### src/design/pool_pkg.sv
package pool_pkg;

    localparam int frame_width  = 8;                  // pixels per row and rows per frame
    localparam int frame_last   = frame_width - 1;    // index of the last row and column
    localparam int pool_width   = frame_width / 2;    // pooled outputs per row
    localparam int adrs_width   = 4;
    localparam int buffer_depth = 1 << adrs_width;
    localparam int pair_slot    = buffer_depth - 1;   // holds the even-column pixel of a pair
    localparam int pixel_width  = 16;
    localparam int count_width  = 5;

    // signed result coming out of the systolic array
    typedef logic signed [pixel_width-1:0] pixel_t;

    typedef logic [adrs_width-1:0] adrs_t;

    typedef logic [count_width-1:0] count_t;

    // even rows are buffered, odd rows produce pooled results
    typedef enum logic [1:0]
    {
        idle      = 2'b00,
        buffering = 2'b01,
        working   = 2'b10
    } pool_state_t;

endpackage

### src/design/pool_control.sv
`timescale 1ns/1ps

module pool_control
(
    input  logic            clk,
    input  logic            nrst,
    input  logic            start,
    output pool_pkg::adrs_t adrs1,
    output pool_pkg::adrs_t adrs2,
    output pool_pkg::adrs_t adrs_out,
    output logic            wr_ctrl1,
    output logic            wr_ctrl2,
    output logic            mux_en,
    output logic            pool_done,
    output logic            pooling_finish
);

    pool_pkg::pool_state_t state;
    pool_pkg::pool_state_t next_state;
    pool_pkg::count_t      col_cnt;
    pool_pkg::count_t      next_col_cnt;
    pool_pkg::count_t      row_cnt;
    pool_pkg::count_t      next_row_cnt;
    pool_pkg::adrs_t       half_col;

    logic accept;
    logic even_row;
    logic odd_row;
    logic last_col;
    logic last_row;

    // the pixel sampled with an accepted start is already pixel (0,0)
    assign accept   = (state == pool_pkg::idle) && start;
    assign even_row = accept || (state == pool_pkg::buffering);
    assign odd_row  = (state == pool_pkg::working);

    assign last_col = (col_cnt == pool_pkg::count_t'(pool_pkg::frame_last));
    assign last_row = (row_cnt == pool_pkg::count_t'(pool_pkg::frame_last));

    // one buffer entry per column pair
    assign half_col = pool_pkg::adrs_t'(col_cnt >> 1);

    assign adrs1    = pool_pkg::adrs_t'(pool_pkg::pair_slot);   // even pixel always lands here
    assign adrs2    = half_col;                                 // pair maximum of an even row
    assign adrs_out = half_col;                                 // stored pair maximum for odd rows

    // even columns park the pixel, odd columns consume it
    assign wr_ctrl1 = (even_row || odd_row) && !col_cnt[0];
    assign wr_ctrl2 = even_row && col_cnt[0];
    assign mux_en   = odd_row && col_cnt[0];

    always_comb
    begin
        next_state   = state;
        next_col_cnt = col_cnt;
        next_row_cnt = row_cnt;
        unique case (state)
            pool_pkg::idle:
            begin
                if (start)
                begin
                    next_state   = pool_pkg::buffering;
                    next_col_cnt = pool_pkg::count_t'(1);   // column 0 is taken with start
                    next_row_cnt = '0;
                end
            end
            pool_pkg::buffering:
            begin
                if (last_col)
                begin
                    next_state   = pool_pkg::working;
                    next_col_cnt = '0;
                    next_row_cnt = row_cnt + 1'b1;
                end
                else
                begin
                    next_col_cnt = col_cnt + 1'b1;
                end
            end
            pool_pkg::working:
            begin
                if (last_col)
                begin
                    next_col_cnt = '0;
                    if (last_row)
                    begin
                        // frame ends here, the last result is still in flight
                        next_state   = pool_pkg::idle;
                        next_row_cnt = '0;
                    end
                    else
                    begin
                        next_state   = pool_pkg::buffering;
                        next_row_cnt = row_cnt + 1'b1;
                    end
                end
                else
                begin
                    next_col_cnt = col_cnt + 1'b1;
                end
            end
            default:
            begin
                next_state   = pool_pkg::idle;
                next_col_cnt = '0;
                next_row_cnt = '0;
            end
        endcase
    end

    always_ff @(posedge clk or negedge nrst)
    begin
        if (!nrst)
        begin
            state          <= pool_pkg::idle;
            col_cnt        <= '0;
            row_cnt        <= '0;
            pool_done      <= 1'b0;
            pooling_finish <= 1'b0;
        end
        else
        begin
            state          <= next_state;
            col_cnt        <= next_col_cnt;
            row_cnt        <= next_row_cnt;
            pool_done      <= mux_en;                          // lines up with the output register
            pooling_finish <= mux_en && last_row && last_col;  // last block of the frame
        end
    end

    // working rows are the odd rows, so the row parity must follow the state
    no_buffer_write_in_working: assert property (
        @(posedge clk) disable iff (!nrst)
        wr_ctrl2 |-> !row_cnt[0]
    ) else $error("wr_ctrl2 asserted on an odd row");

    mux_only_in_working: assert property (
        @(posedge clk) disable iff (!nrst)
        mux_en |-> row_cnt[0]
    ) else $error("mux_en asserted on an even row");

    finish_with_result: assert property (
        @(posedge clk) disable iff (!nrst)
        pooling_finish |-> pool_done && (state == pool_pkg::idle)
    ) else $error("pooling_finish without pool_done or before the frame ended");

endmodule

### src/design/pool_line_buffer.sv
`timescale 1ns/1ps

module pool_line_buffer
(
    input  logic             clk,
    input  logic             nrst,
    input  logic             wr_ctrl1,
    input  logic             wr_ctrl2,
    input  pool_pkg::adrs_t  adrs1,
    input  pool_pkg::adrs_t  adrs2,
    input  pool_pkg::adrs_t  adrs_out,
    input  pool_pkg::pixel_t wr_data1,
    input  pool_pkg::pixel_t wr_data2,
    output pool_pkg::pixel_t rd_data_out,
    output pool_pkg::pixel_t pair_slot_data
);

    // entries below pool_width hold pair maxima, the last one is the pair slot
    pool_pkg::pixel_t mem [pool_pkg::buffer_depth];

    always_ff @(posedge clk or negedge nrst)
    begin
        if (!nrst)
        begin
            for (int i = 0; i < pool_pkg::buffer_depth; i++)
            begin
                mem[i] <= '0;
            end
        end
        else
        begin
            if (wr_ctrl1)
            begin
                mem[adrs1] <= wr_data1;    // even-column pixel
            end
            if (wr_ctrl2)
            begin
                mem[adrs2] <= wr_data2;    // pair maximum of an even row
            end
        end
    end

    // both reads are combinational so the datapath sees them in the same cycle
    assign rd_data_out    = mem[adrs_out];
    assign pair_slot_data = mem[pool_pkg::pair_slot];

    no_write_collision: assert property (
        @(posedge clk) disable iff (!nrst)
        (wr_ctrl1 && wr_ctrl2) |-> (adrs1 != adrs2)
    ) else $error("both write ports target address %0d", adrs1);

    // pair maxima must never overwrite the pair slot
    pair_max_in_range: assert property (
        @(posedge clk) disable iff (!nrst)
        wr_ctrl2 |-> (adrs2 < pool_pkg::pool_width)
    ) else $error("pair maximum written outside the row area at %0d", adrs2);

endmodule

### src/design/pool_max_datapath.sv
`timescale 1ns/1ps

module pool_max_datapath
(
    input  logic             clk,
    input  logic             nrst,
    input  pool_pkg::pixel_t pixel_in,
    input  pool_pkg::pixel_t buffer_data,
    input  pool_pkg::pixel_t pair_slot_data,
    input  logic             mux_en,
    output pool_pkg::pixel_t pair_max,
    output pool_pkg::pixel_t pool_out
);

    pool_pkg::pixel_t block_max;

    // both operands are signed, so the compare is signed
    function automatic pool_pkg::pixel_t signed_max
    (
        input pool_pkg::pixel_t a,
        input pool_pkg::pixel_t b
    );
        return (a > b) ? a : b;
    endfunction

    // held even pixel against the current odd pixel
    assign pair_max = signed_max(pair_slot_data, pixel_in);

    // on odd rows the stored pair maximum closes the 2x2 block
    assign block_max = signed_max(pair_max, buffer_data);

    always_ff @(posedge clk or negedge nrst)
    begin
        if (!nrst)
        begin
            pool_out <= '0;
        end
        else if (mux_en)
        begin
            pool_out <= block_max;    // held until the next block completes
        end
    end

    pixel_known_on_load: assert property (
        @(posedge clk) disable iff (!nrst)
        mux_en |-> !$isunknown(pixel_in)
    ) else $error("pixel_in unknown while a pooled result is loaded");

endmodule

### src/design/pool_top.sv
`timescale 1ns/1ps

module pool_top
(
    input  logic             clk,
    input  logic             nrst,
    input  logic             start,
    input  pool_pkg::pixel_t pixel_in,
    output pool_pkg::pixel_t pool_out,
    output logic             pool_valid,
    output logic             pooling_finish
);

    pool_pkg::adrs_t  adrs1;
    pool_pkg::adrs_t  adrs2;
    pool_pkg::adrs_t  adrs_out;
    pool_pkg::pixel_t pair_max;
    pool_pkg::pixel_t rd_data_out;
    pool_pkg::pixel_t pair_slot_data;

    logic wr_ctrl1;
    logic wr_ctrl2;
    logic mux_en;

    pool_control u_control
    (
        .clk            (clk),
        .nrst           (nrst),
        .start          (start),
        .adrs1          (adrs1),
        .adrs2          (adrs2),
        .adrs_out       (adrs_out),
        .wr_ctrl1       (wr_ctrl1),
        .wr_ctrl2       (wr_ctrl2),
        .mux_en         (mux_en),
        .pool_done      (pool_valid),        // registered load strobe is the output valid
        .pooling_finish (pooling_finish)
    );

    // the raw pixel goes to the pair slot, the pair maximum to its column entry
    pool_line_buffer u_line_buffer
    (
        .clk            (clk),
        .nrst           (nrst),
        .wr_ctrl1       (wr_ctrl1),
        .wr_ctrl2       (wr_ctrl2),
        .adrs1          (adrs1),
        .adrs2          (adrs2),
        .adrs_out       (adrs_out),
        .wr_data1       (pixel_in),
        .wr_data2       (pair_max),
        .rd_data_out    (rd_data_out),
        .pair_slot_data (pair_slot_data)
    );

    pool_max_datapath u_datapath
    (
        .clk            (clk),
        .nrst           (nrst),
        .pixel_in       (pixel_in),
        .buffer_data    (rd_data_out),
        .pair_slot_data (pair_slot_data),
        .mux_en         (mux_en),
        .pair_max       (pair_max),
        .pool_out       (pool_out)
    );

endmodule

### config.mk
export PLATFORM = sky130hd
export DESIGN_NAME = pool_top
export DESIGN_NICKNAME = d
export VERILOG_FILES = /design/src/design/pool_pkg.sv /design/src/design/pool_control.sv /design/src/design/pool_line_buffer.sv /design/src/design/pool_max_datapath.sv /design/src/design/pool_top.sv
export SDC_FILE = /design/constraint.sdc
export NUM_CORES = 1
export LEC_CHECK = 0
export BUFFER_PORTS_ARGS = -buffer_cell sky130_fd_sc_hd__buf_2
export CORE_UTILIZATION = 40
export CTS_CLUSTER_SIZE = 16
export DETAILED_ROUTE_END_ITERATION = 7
export HOLD_SLACK_MARGIN = 0.05
export PLACE_DENSITY = 0.62
export SLEW_MARGIN = 20
export SYNTH_ARGS = -nofsm -noshare
export SYNTH_HDL_FRONTEND = slang
export SYNTH_SLANG_ARGS = --single-unit
export TNS_END_PERCENT = 100
### constraint.sdc
create_clock -name clk -period 13.81 [get_ports clk]
set_clock_uncertainty 0.15 [all_clocks]
set_input_delay 3.4525 -clock clk [delete_from_list [all_inputs] [get_ports clk]]
set_output_delay 3.4525 -clock clk [all_outputs]
set_load 0.005 [all_outputs]
==> impl_metrics.json, run 1 <==
{
  "syn-instance-count": 1067,
  "synth_seq_area_share": 0.4958,
  "vias_per_cell": 5.638,
  "placementRows": 69,
  "placedCellCount": 1514,
  "crit_fanout": 20,
  "required_ns": 14.09,
  "outcome": "complete, no violations",
  "period_minus_slack_ns": 8.785,
  "syn_nets": 1124,
  "clock-sinks": 286,
  "place_area_um2": 15010,
  "die_height_um": 192.0,
  "ys_types": 52,
  "grt_first_pass_wirelength_um": 53840,
  "wl_per_cell_um": 21.50,
  "layout-drive-gt1-share": 0.3919,
  "cts_tree": "yes",
  "ys_ff_latch": 286,
  "route.vias.total": 8858,
  "worst_pin_slew_ns": 1.005,
  "drt_iter0_drc": 492,
  "crit_path_start_kind": "input port",
  "finalNonFillerCells": 1571,
  "finalNetCount": 1143,
  "hp-class": "flop to flop",
  "clockBufferDepth": 3,
  "track_usage": 0.1915,
  "endpoint_kind": "flop",
  "grt_pass1_vias": 9096,
  "synth_top_cell_by_area": "dfrtp_1",
  "rsz0062_at_grt": "false",
  "drt-total-wl_um": 33770,
  "relSlewSlack": 0.3282,
  "final_antenna_net_count": 0,
  "cts_made_buffers": 31,
  "vdd_drop_max_mv": 0.1497,
  "die_area_um2": 36850,
  "initial_core_util": 0.4059,
  "crit_arrival_ns": 9.06,
  "synth_async_sr_flop_share": 1.000,
  "cts_root_buf": "clkbuf_16",
  "hpwl_um": 21550,
  "dp_slack_ns": 4.462,
  "finalInstanceArea_um2": 16110,
  "synth_area_per_cell_um2": 13.53,
  "hold_viol_final": 0,
  "setup-violations-final": 0,
  "grt-ovfl-total": 0,
  "powerDensity_nw_per_um2": 202.9,
  "synth_edf_count": 0,
  "syn_area_um2": 14440,
  "p_leak_nw": 7.411,
  "fin_util": 0.4530,
  "clk_pin_slew_ns": 0.06,
  "antenna_cells": 0,
  "clkLatencyLatePin_ns": 0.57,
  "setup_slack_ns": 5.025,
  "max_cap_viol_count": 0,
  "port_buffers": 36,
  "synthToLayoutAreaGrowth_pct": 11.61,
  "drcViolationCount": 0,
  "cts_resized": 0,
  "post_cts_buffers": 0,
  "synthTopCellsByArea": "dfrtp_1, mux2_2, mux4_2, ha_1, o21ai_0",
  "power_mw": 3.268,
  "fin_crit_sh": 0.6362,
  "place_congestion": 0.7713,
  "ios": 37,
  "grt_max_degree": 92,
  "max_freq_mhz": 113.8,
  "drtPass1Iterations": 4,
  "timing.hold.ws_ns": 0.3284,
  "maxSlewViolCount": 0,
  "synth_ff_type": "dfrtp_1",
  "critical_path_class": "input port to flop",
  "tns_ns": 0,
  "yosys_warnings": 0,
  "die_w_um": 192.0,
  "ctsHtreeMaxLevel": 1,
  "antenna_found_initial": 1,
  "cts_hold_buf": 0,
  "core-area_um2": 35570,
  "synth_top_area_share": 0.4958
}
[worst max-delay path: stages]
cell      delay, ns
buf_2          0.11
inv_1          0.05
ha_1           0.92
nand4_1        0.32
or3_1          0.49
o21a_1         0.54
mux2i_1        0.23
mux2i_1        0.73
inv_1          0.24
ha_1           0.35
nand4_1        0.09
nor4_1         0.43
o21ai_0        0.19
a31oi_2        0.61
o21ai_0        0.18
o311ai_0       0.11
[path summary, 6_finish.rpt]
path / endpoint / startpoint / slack, ns / depth (start not counted)
hold / removal: flop / flop / 0.33 / 2
hold reg to reg: flop / flop / 0.33 / 2
max in group asynchronous: asynchronous set/reset pin / nrst / 9.42 / 2
min in group asynchronous: asynchronous set/reset pin / nrst / 2.70 / 1
setup reg to reg: u_datapath.pool_out[14] / u_line_buffer.pair_slot_data[15] / 7.63 / 14
setup / recovery: u_datapath.pool_out[14] / pixel_in[15] / 5.02 / 16
[routing by layer]
layer	vias up	routed length [um]	track usage
met3	40	1363	0.02595
met1	4687	16020	0.2806
met2	171	15830	0.3016
li1	3960	-	-
met5	-	0	0
met4	0	553	0.04452
[cell usage in the layout, fill, tap and decap left out, types with 10 or more instances in the layout]
| cell type | instances |
|---|---|
| a21oi_1 | 10 |
| nor2_1 | 10 |
| mux2i_1 | 34 |
| ha_1 | 38 |
| mux4_2 | 80 |
| inv_1 | 46 |
| clkbuf_16 | 31 |
| o21ai_0 | 80 |
| nor2_2 | 12 |
| buf_4 | 23 |
| dfrtp_1 | 284 |
| clkbuf_8 | 11 |
| buf_2 | 35 |
| nand2_1 | 82 |
| o311ai_1 | 11 |
| mux2_2 | 205 |
| mux2_1 | 10 |
| nand4_1 | 10 |
[where the power goes]
group / switching (mW) / internal [mW] / total (mW) / leakage, nW
clock: 0.341 / 0.544 / 0.885 / 0.551
combinational: 0.728 / 0.537 / 1.26 / 3.00
sequential: 0.140 / 0.979 / 1.12 / 3.86
[cell type report]
| class | count | area, um2 |
|---|---|---|
| fillers | 3231 | 19460 |
| flip-flops and latches | 286 | 7164 |
| multi-input cells | 653 | 6696 |
| clock buffers | 46 | 942.2 |
| well taps | 461 | 576.8 |
| repair buffers | 59 | 362.8 |
| inverters | 55 | 206.4 |
| clock inverters | 11 | 162.7 |
[kinds of logic after synthesis]
group	Yosys count	share of synthesized area
AO/OA/AOI/OAI	133	0.05712
XOR/XNOR	2	0.001214
adder cells (fa/ha/maj)	38	0.03293
buffers and inverters	128	0.04290
flip-flops	286	0.4958
multiplexers	338	0.3254
AND/OR/NAND/NOR	142	0.04464
[synth_stat cells, drive strengths merged, types with 4 or more instances]
cell type  number
a21o            4
a21oi          11
buf            38
clkbuf         35
dfrtp         286
ha             38
inv            55
mux2          224
mux2i          34
mux4           80
nand2          82
nand2b          4
nand3           4
nand4          10
nor2           22
nor3            4
o21ai          81
o311ai         16
No activity file was read; power rests on OpenSTA's default activity.
==> run 2, diff against run 1 <==
==> constraint.sdc (replaced) <==
create_clock -name clk -period 8.8 [get_ports clk]
set_clock_uncertainty 0.15 [all_clocks]
set_input_delay 2.2 -clock clk [delete_from_list [all_inputs] [get_ports clk]]
set_output_delay 2.2 -clock clk [all_outputs]
set_load 0.005 [all_outputs]
==> impl_metrics.json, run 2 (synthesis results as in run 1) <==
{
  "outcome": "complete, no violations",
  "maxSlewViolCount": 0,
  "critical_path_class": "input port to flop",
  "crit_arrival_ns": 7.57,
  "finalNetCount": 1142,
  "setup-violations-final": 0,
  "reg2reg_from": "u_line_buffer.pair_slot_data[15]",
  "cts_root_buf": "clkbuf_16",
  "clk_pin_slew_ns": 0.06,
  "period_minus_slack_ns": 7.281,
  "hp-class": "flop to flop",
  "final_common_cell": "dfrtp_1",
  "cts_tree": "yes",
  "drtPass1Iterations": 5,
  "core-area_um2": 35570,
  "grt_max_degree": 136,
  "initial_core_util": 0.4059,
  "switchingPower_mw": 1.903,
  "layout-drive-gt1-share": 0.3897,
  "whs_path_depth": 2,
  "endpoint_kind": "flop",
  "cts_hold_buf": 0,
  "route.vias.total": 8633,
  "placedCellCount": 1514,
  "drt-total-wl_um": 33620,
  "layout_common_cells": "dfrtp_1, mux2_2, nand2_1",
  "finalNonFillerCells": 1567,
  "seq_power_share": 0.336,
  "port_buffers": 36,
  "place_congestion": 0.8244,
  "final_antenna_net_count": 0,
  "placementRows": 69,
  "die_w_um": 192.0,
  "crit_fanout": 20,
  "reg2reg_depth": 15,
  "critPathLaunch": "pixel_in[15]",
  "die_area_um2": 36850,
  "power_switching_share": 0.3692,
  "die_height_um": 192.0,
  "max_cap_viol_count": 0,
  "hold_viol_final": 0,
  "r2r-end": "u_datapath.pool_out[13]",
  "fin_crit_sh": 0.8274,
  "required_ns": 9.09,
  "vdd_drop_max_mv": 0.2236,
  "worst_pin_slew_ns": 1.016,
  "cts_made_buffers": 30,
  "antenna_found_initial": 0,
  "clkPwrFrac": 0.269,
  "r2r_slack_ns": 2.85,
  "powerDensity_nw_per_um2": 319.9,
  "grt-ovfl-total": 0,
  "track_usage": 0.1895,
  "ios": 37,
  "clock-sinks": 286,
  "drt_iter0_drc": 477,
  "cts_resized": 0,
  "clkLatencyLatePin_ns": 0.56,
  "intPower_mw": 3.252,
  "crit_path_start_kind": "input port",
  "hpwl_um": 21670,
  "antenna_cells": 0,
  "rsz0062_at_grt": "false",
  "grt_first_pass_wirelength_um": 53270,
  "comb_power_share": 0.395,
  "clockBufferDepth": 3,
  "max_freq_mhz": 137.3,
  "tns_ns": 0,
  "power_mw": 5.155,
  "wl_per_cell_um": 21.46,
  "ctsHtreeMaxLevel": 1,
  "grt_pass1_vias": 8897,
  "post_cts_buffers": 0,
  "vias_per_cell": 5.509,
  "relSlewSlack": 0.3034,
  "p_leak_nw": 7.400,
  "drcViolationCount": 0,
  "synthToLayoutAreaGrowth_pct": 11.64
}
run 2: through the flow:
| step | utilization | instance area (um2) | setup slack [ns] | hold WS (ns) |
|---|---|---|---|---|
| CTS | 0.4530 | 16110 | 1.676 | 0.3294 |
| global route | 0.4531 | 16120 | 1.105 | 0.3505 |
| global placement | 0.4221 | 15010 | 0.9899 | 0.3066 |
| detailed placement | 0.4223 | 15020 | 1.103 | 0.3166 |
| floorplan | - | 14440 | 2.629 | 0.2946 |
| finish | 0.4531 | 16120 | 1.519 | 0.3282 |
run 2: power groups by stage:
| stage | Clock [mW] | Sequential [mW] | Combinational, mW |
|---|---|---|---|
| after floorplan | 0 | 1.66 | 1.60 |
| after global placement | 0 | 1.75 | 1.98 |
| after detailed placement | 0 | 1.76 | 2.03 |
| after CTS | 1.41 | 1.74 | 2.03 |
| after global routing | 1.46 | 1.77 | 2.23 |
| final | 1.39 | 1.73 | 2.03 |
run 2: critical path: stages:
cell	delay (ns)
buf_2	0.11
inv_1	0.05
ha_1	0.28
buf_4	0.31
nand4_1	0.22
or3_1	0.45
o21a_1	0.54
mux2i_1	0.23
mux2i_1	0.79
inv_1	0.28
ha_1	0.37
nand4_1	0.09
nor4_1	0.48
o21ai_0	0.19
a31oi_2	0.64
o21ai_0	0.22
o311ai_0	0.12
run 2: layer usage:
metal / up-vias / share of wire / track usage
li1: 3952 / - / -
met1: 4492 / 0.46 / 0.2671
met2: 147 / 0.47 / 0.2991
met3: 42 / 0.055 / 0.04294
met4: 0 / 0.016 / 0.03998
met5: - / 0 / 0
run 2: cell type report:
type / count / area (um2)
sequential: 286 / 7164
fill: 3197 / 19450
inverter: 55 / 206.4
clock buffer: 46 / 932.1
clock inverter: 7 / 162.7
multi-input combinational: 653 / 6699
tap: 461 / 576.8
timing repair buffer: 59 / 375.4
run 2: how the worst max path moves through the flow:
| stage | endpoint | depth (start not counted) |
|---|---|---|
| 2_1_floorplan | u_datapath.pool_out[7] | 17 |
| 3_3_place_gp | u_datapath.pool_out[8] | 17 |
| 3_5_place_dp | u_datapath.pool_out[7] | 17 |
| 4_1_cts | u_datapath.pool_out[6] | 17 |
| 5_1_grt | u_datapath.pool_out[13] | 17 |
| 6_report | u_datapath.pool_out[13] | 17 |
==> run 3, diff against run 2 <==
--- a/config.mk
+++ b/config.mk
@@ -10,7 +10,7 @@
 export CTS_CLUSTER_SIZE = 16
 export DETAILED_ROUTE_END_ITERATION = 7
 export HOLD_SLACK_MARGIN = 0.05
-export PLACE_DENSITY = 0.62
+export PLACE_DENSITY = 0.64
 export SLEW_MARGIN = 20
 export SYNTH_ARGS = -nofsm -noshare
 export SYNTH_HDL_FRONTEND = slang
==> constraint.sdc (replaced) <==
create_clock -name clk -period 6.3 [get_ports clk]
set_clock_uncertainty 0.15 [all_clocks]
set_input_delay 1.575 -clock clk [delete_from_list [all_inputs] [get_ports clk]]
set_output_delay 1.575 -clock clk [all_outputs]
set_load 0.005 [all_outputs]
==> impl_metrics.json, run 3 (synthesis results as in run 1) <==
{
  "endpoint_kind": "flop",
  "fin_crit_sh": 0.8767,
  "clock-sinks": 286,
  "drcViolationCount": 0,
  "power_switching_share": 0.3732,
  "final_antenna_net_count": 0,
  "port_buffers": 36,
  "hold_viol_final": 0,
  "tns_ns": 0,
  "die_w_um": 192.0,
  "drtPass1Iterations": 5,
  "final_common_cell": "dfrtp_1",
  "grt_pass1_vias": 9177,
  "drt-total-wl_um": 33500,
  "max_cap_viol_count": 0,
  "layout_common_cells": "dfrtp_1, mux2_2, nand2_1",
  "period_minus_slack_ns": 5.523,
  "layout-drive-gt1-share": 0.3968,
  "synthToLayoutAreaGrowth_pct": 11.77,
  "track_usage": 0.1909,
  "clkLatencyLatePin_ns": 0.55,
  "required_ns": 6.57,
  "drt_iter0_drc": 523,
  "relSlewSlack": 0.3583,
  "clk_pin_slew_ns": 0.06,
  "setup-violations-final": 0,
  "finalNonFillerCells": 1580,
  "fin_util": 0.4536,
  "die_area_um2": 36850,
  "hpwl_um": 22360,
  "maxSlewViolCount": 0,
  "finalNetCount": 1154,
  "hp-class": "flop to flop",
  "post_cts_buffers": 0,
  "rsz0062_at_grt": "false",
  "cts_root_buf": "clkbuf_16",
  "crit_arrival_ns": 5.80,
  "comb_power_share": 0.401,
  "worst_pin_slew_ns": 0.9626,
  "critical_path_class": "input port to flop",
  "initial_core_util": 0.4059,
  "grt-ovfl-total": 0,
  "crit_fanout": 16,
  "wl_per_cell_um": 21.20,
  "crit_path_start_kind": "input port",
  "cts_tree": "yes",
  "placementRows": 69,
  "grt_first_pass_wirelength_um": 53700,
  "timing.hold.ws_ns": 0.3262,
  "setup_slack_ns": 0.7767,
  "cts_made_buffers": 30,
  "die_height_um": 192.0,
  "vdd_drop_max_mv": 0.3623,
  "antenna_found_initial": 3,
  "intPower_mw": 4.483,
  "ctsHtreeMaxLevel": 1,
  "seq_power_share": 0.344,
  "clockBufferDepth": 3,
  "grt_max_degree": 124,
  "max_freq_mhz": 181.1,
  "powerDensity_nw_per_um2": 443.3,
  "switchingPower_mw": 2.669,
  "cts_hold_buf": 0,
  "p_leak_nw": 7.442,
  "core-area_um2": 35570,
  "outcome": "complete, no violations",
  "cts_resized": 0,
  "antenna_cells": 0,
  "clkPwrFrac": 0.255,
  "place_congestion": 0.8150,
  "route.vias.total": 8810,
  "ios": 37,
  "vias_per_cell": 5.576,
  "placedCellCount": 1526,
  "dp_slack_ns": 0.2509
}
[run 3: metrics by stage]
| stage | total power [mW] | cell area (um2) |
|---|---|---|
| floorplan | 4.554 | 14440 |
| global placement | 5.273 | 15100 |
| detailed placement | 5.346 | 15100 |
| CTS | 7.191 | 16130 |
| global route | 7.583 | 16140 |
| finish | 7.153 | 16140 |
[run 3: worst max-delay path: stages]
cell      delay [ns]
buf_2           0.11
inv_1           0.05
ha_1            0.30
a21o_1          0.16
a21o_1          0.18
a2111o_1        0.47
nor3_4          0.18
buf_4           0.25
mux2_4          0.36
inv_2           0.18
ha_1            0.19
nand4_1         0.18
nor4_1          0.53
o21ai_0         0.18
and4b_1         0.61
o21ai_0         0.15
o311ai_0        0.12
[run 3: layout make-up]
| type | instances | area (um2) |
|---|---|---|
| Multi-Input combinational cell | 653 | 6693 |
| Clock buffer | 46 | 942.2 |
| Sequential cell | 286 | 7162 |
| Tap cell | 461 | 576.8 |
| Fill cell | 3222 | 19430 |
| Inverter | 55 | 206.4 |
| Timing Repair Buffer | 71 | 465.4 |
| Clock inverter | 8 | 90.09 |
[run 3: power groups by stage]
stage | combinational [mW] | sequential, mW | clock, mW
finish | 2.87 | 2.46 | 1.83
global route | 3.15 | 2.50 | 1.93
CTS | 2.87 | 2.46 | 1.86
detailed placement | 2.86 | 2.48 | 0
global placement | 2.80 | 2.47 | 0
floorplan | 2.24 | 2.31 | 0
[run 3: layer usage]
layer | global-route usage | vias up | share of wire
met5 | 0 | - | 0
met4 | 0.05209 | 0 | 0.020
met3 | 0.02211 | 43 | 0.038
met2 | 0.3081 | 173 | 0.47
met1 | 0.2725 | 4626 | 0.47
li1 | - | 3968 | -
[run 3: final timing paths]
check                                startpoint                          endpoint  slack, ns  depth (start not counted)
hold / removal                             flop                              flop       0.33                          2
max in group asynchronous                  nrst  u_line_buffer.pair_slot_data[10]       3.83                          2
min in group asynchronous                  nrst        asynchronous set/reset pin       0.96                          1
setup / recovery                   pixel_in[13]            u_datapath.pool_out[7]       0.78                         17
setup reg to reg           u_control.col_cnt[1]            u_datapath.pool_out[7]       1.44                         11
hold reg to reg                            flop                              flop       0.33                          2
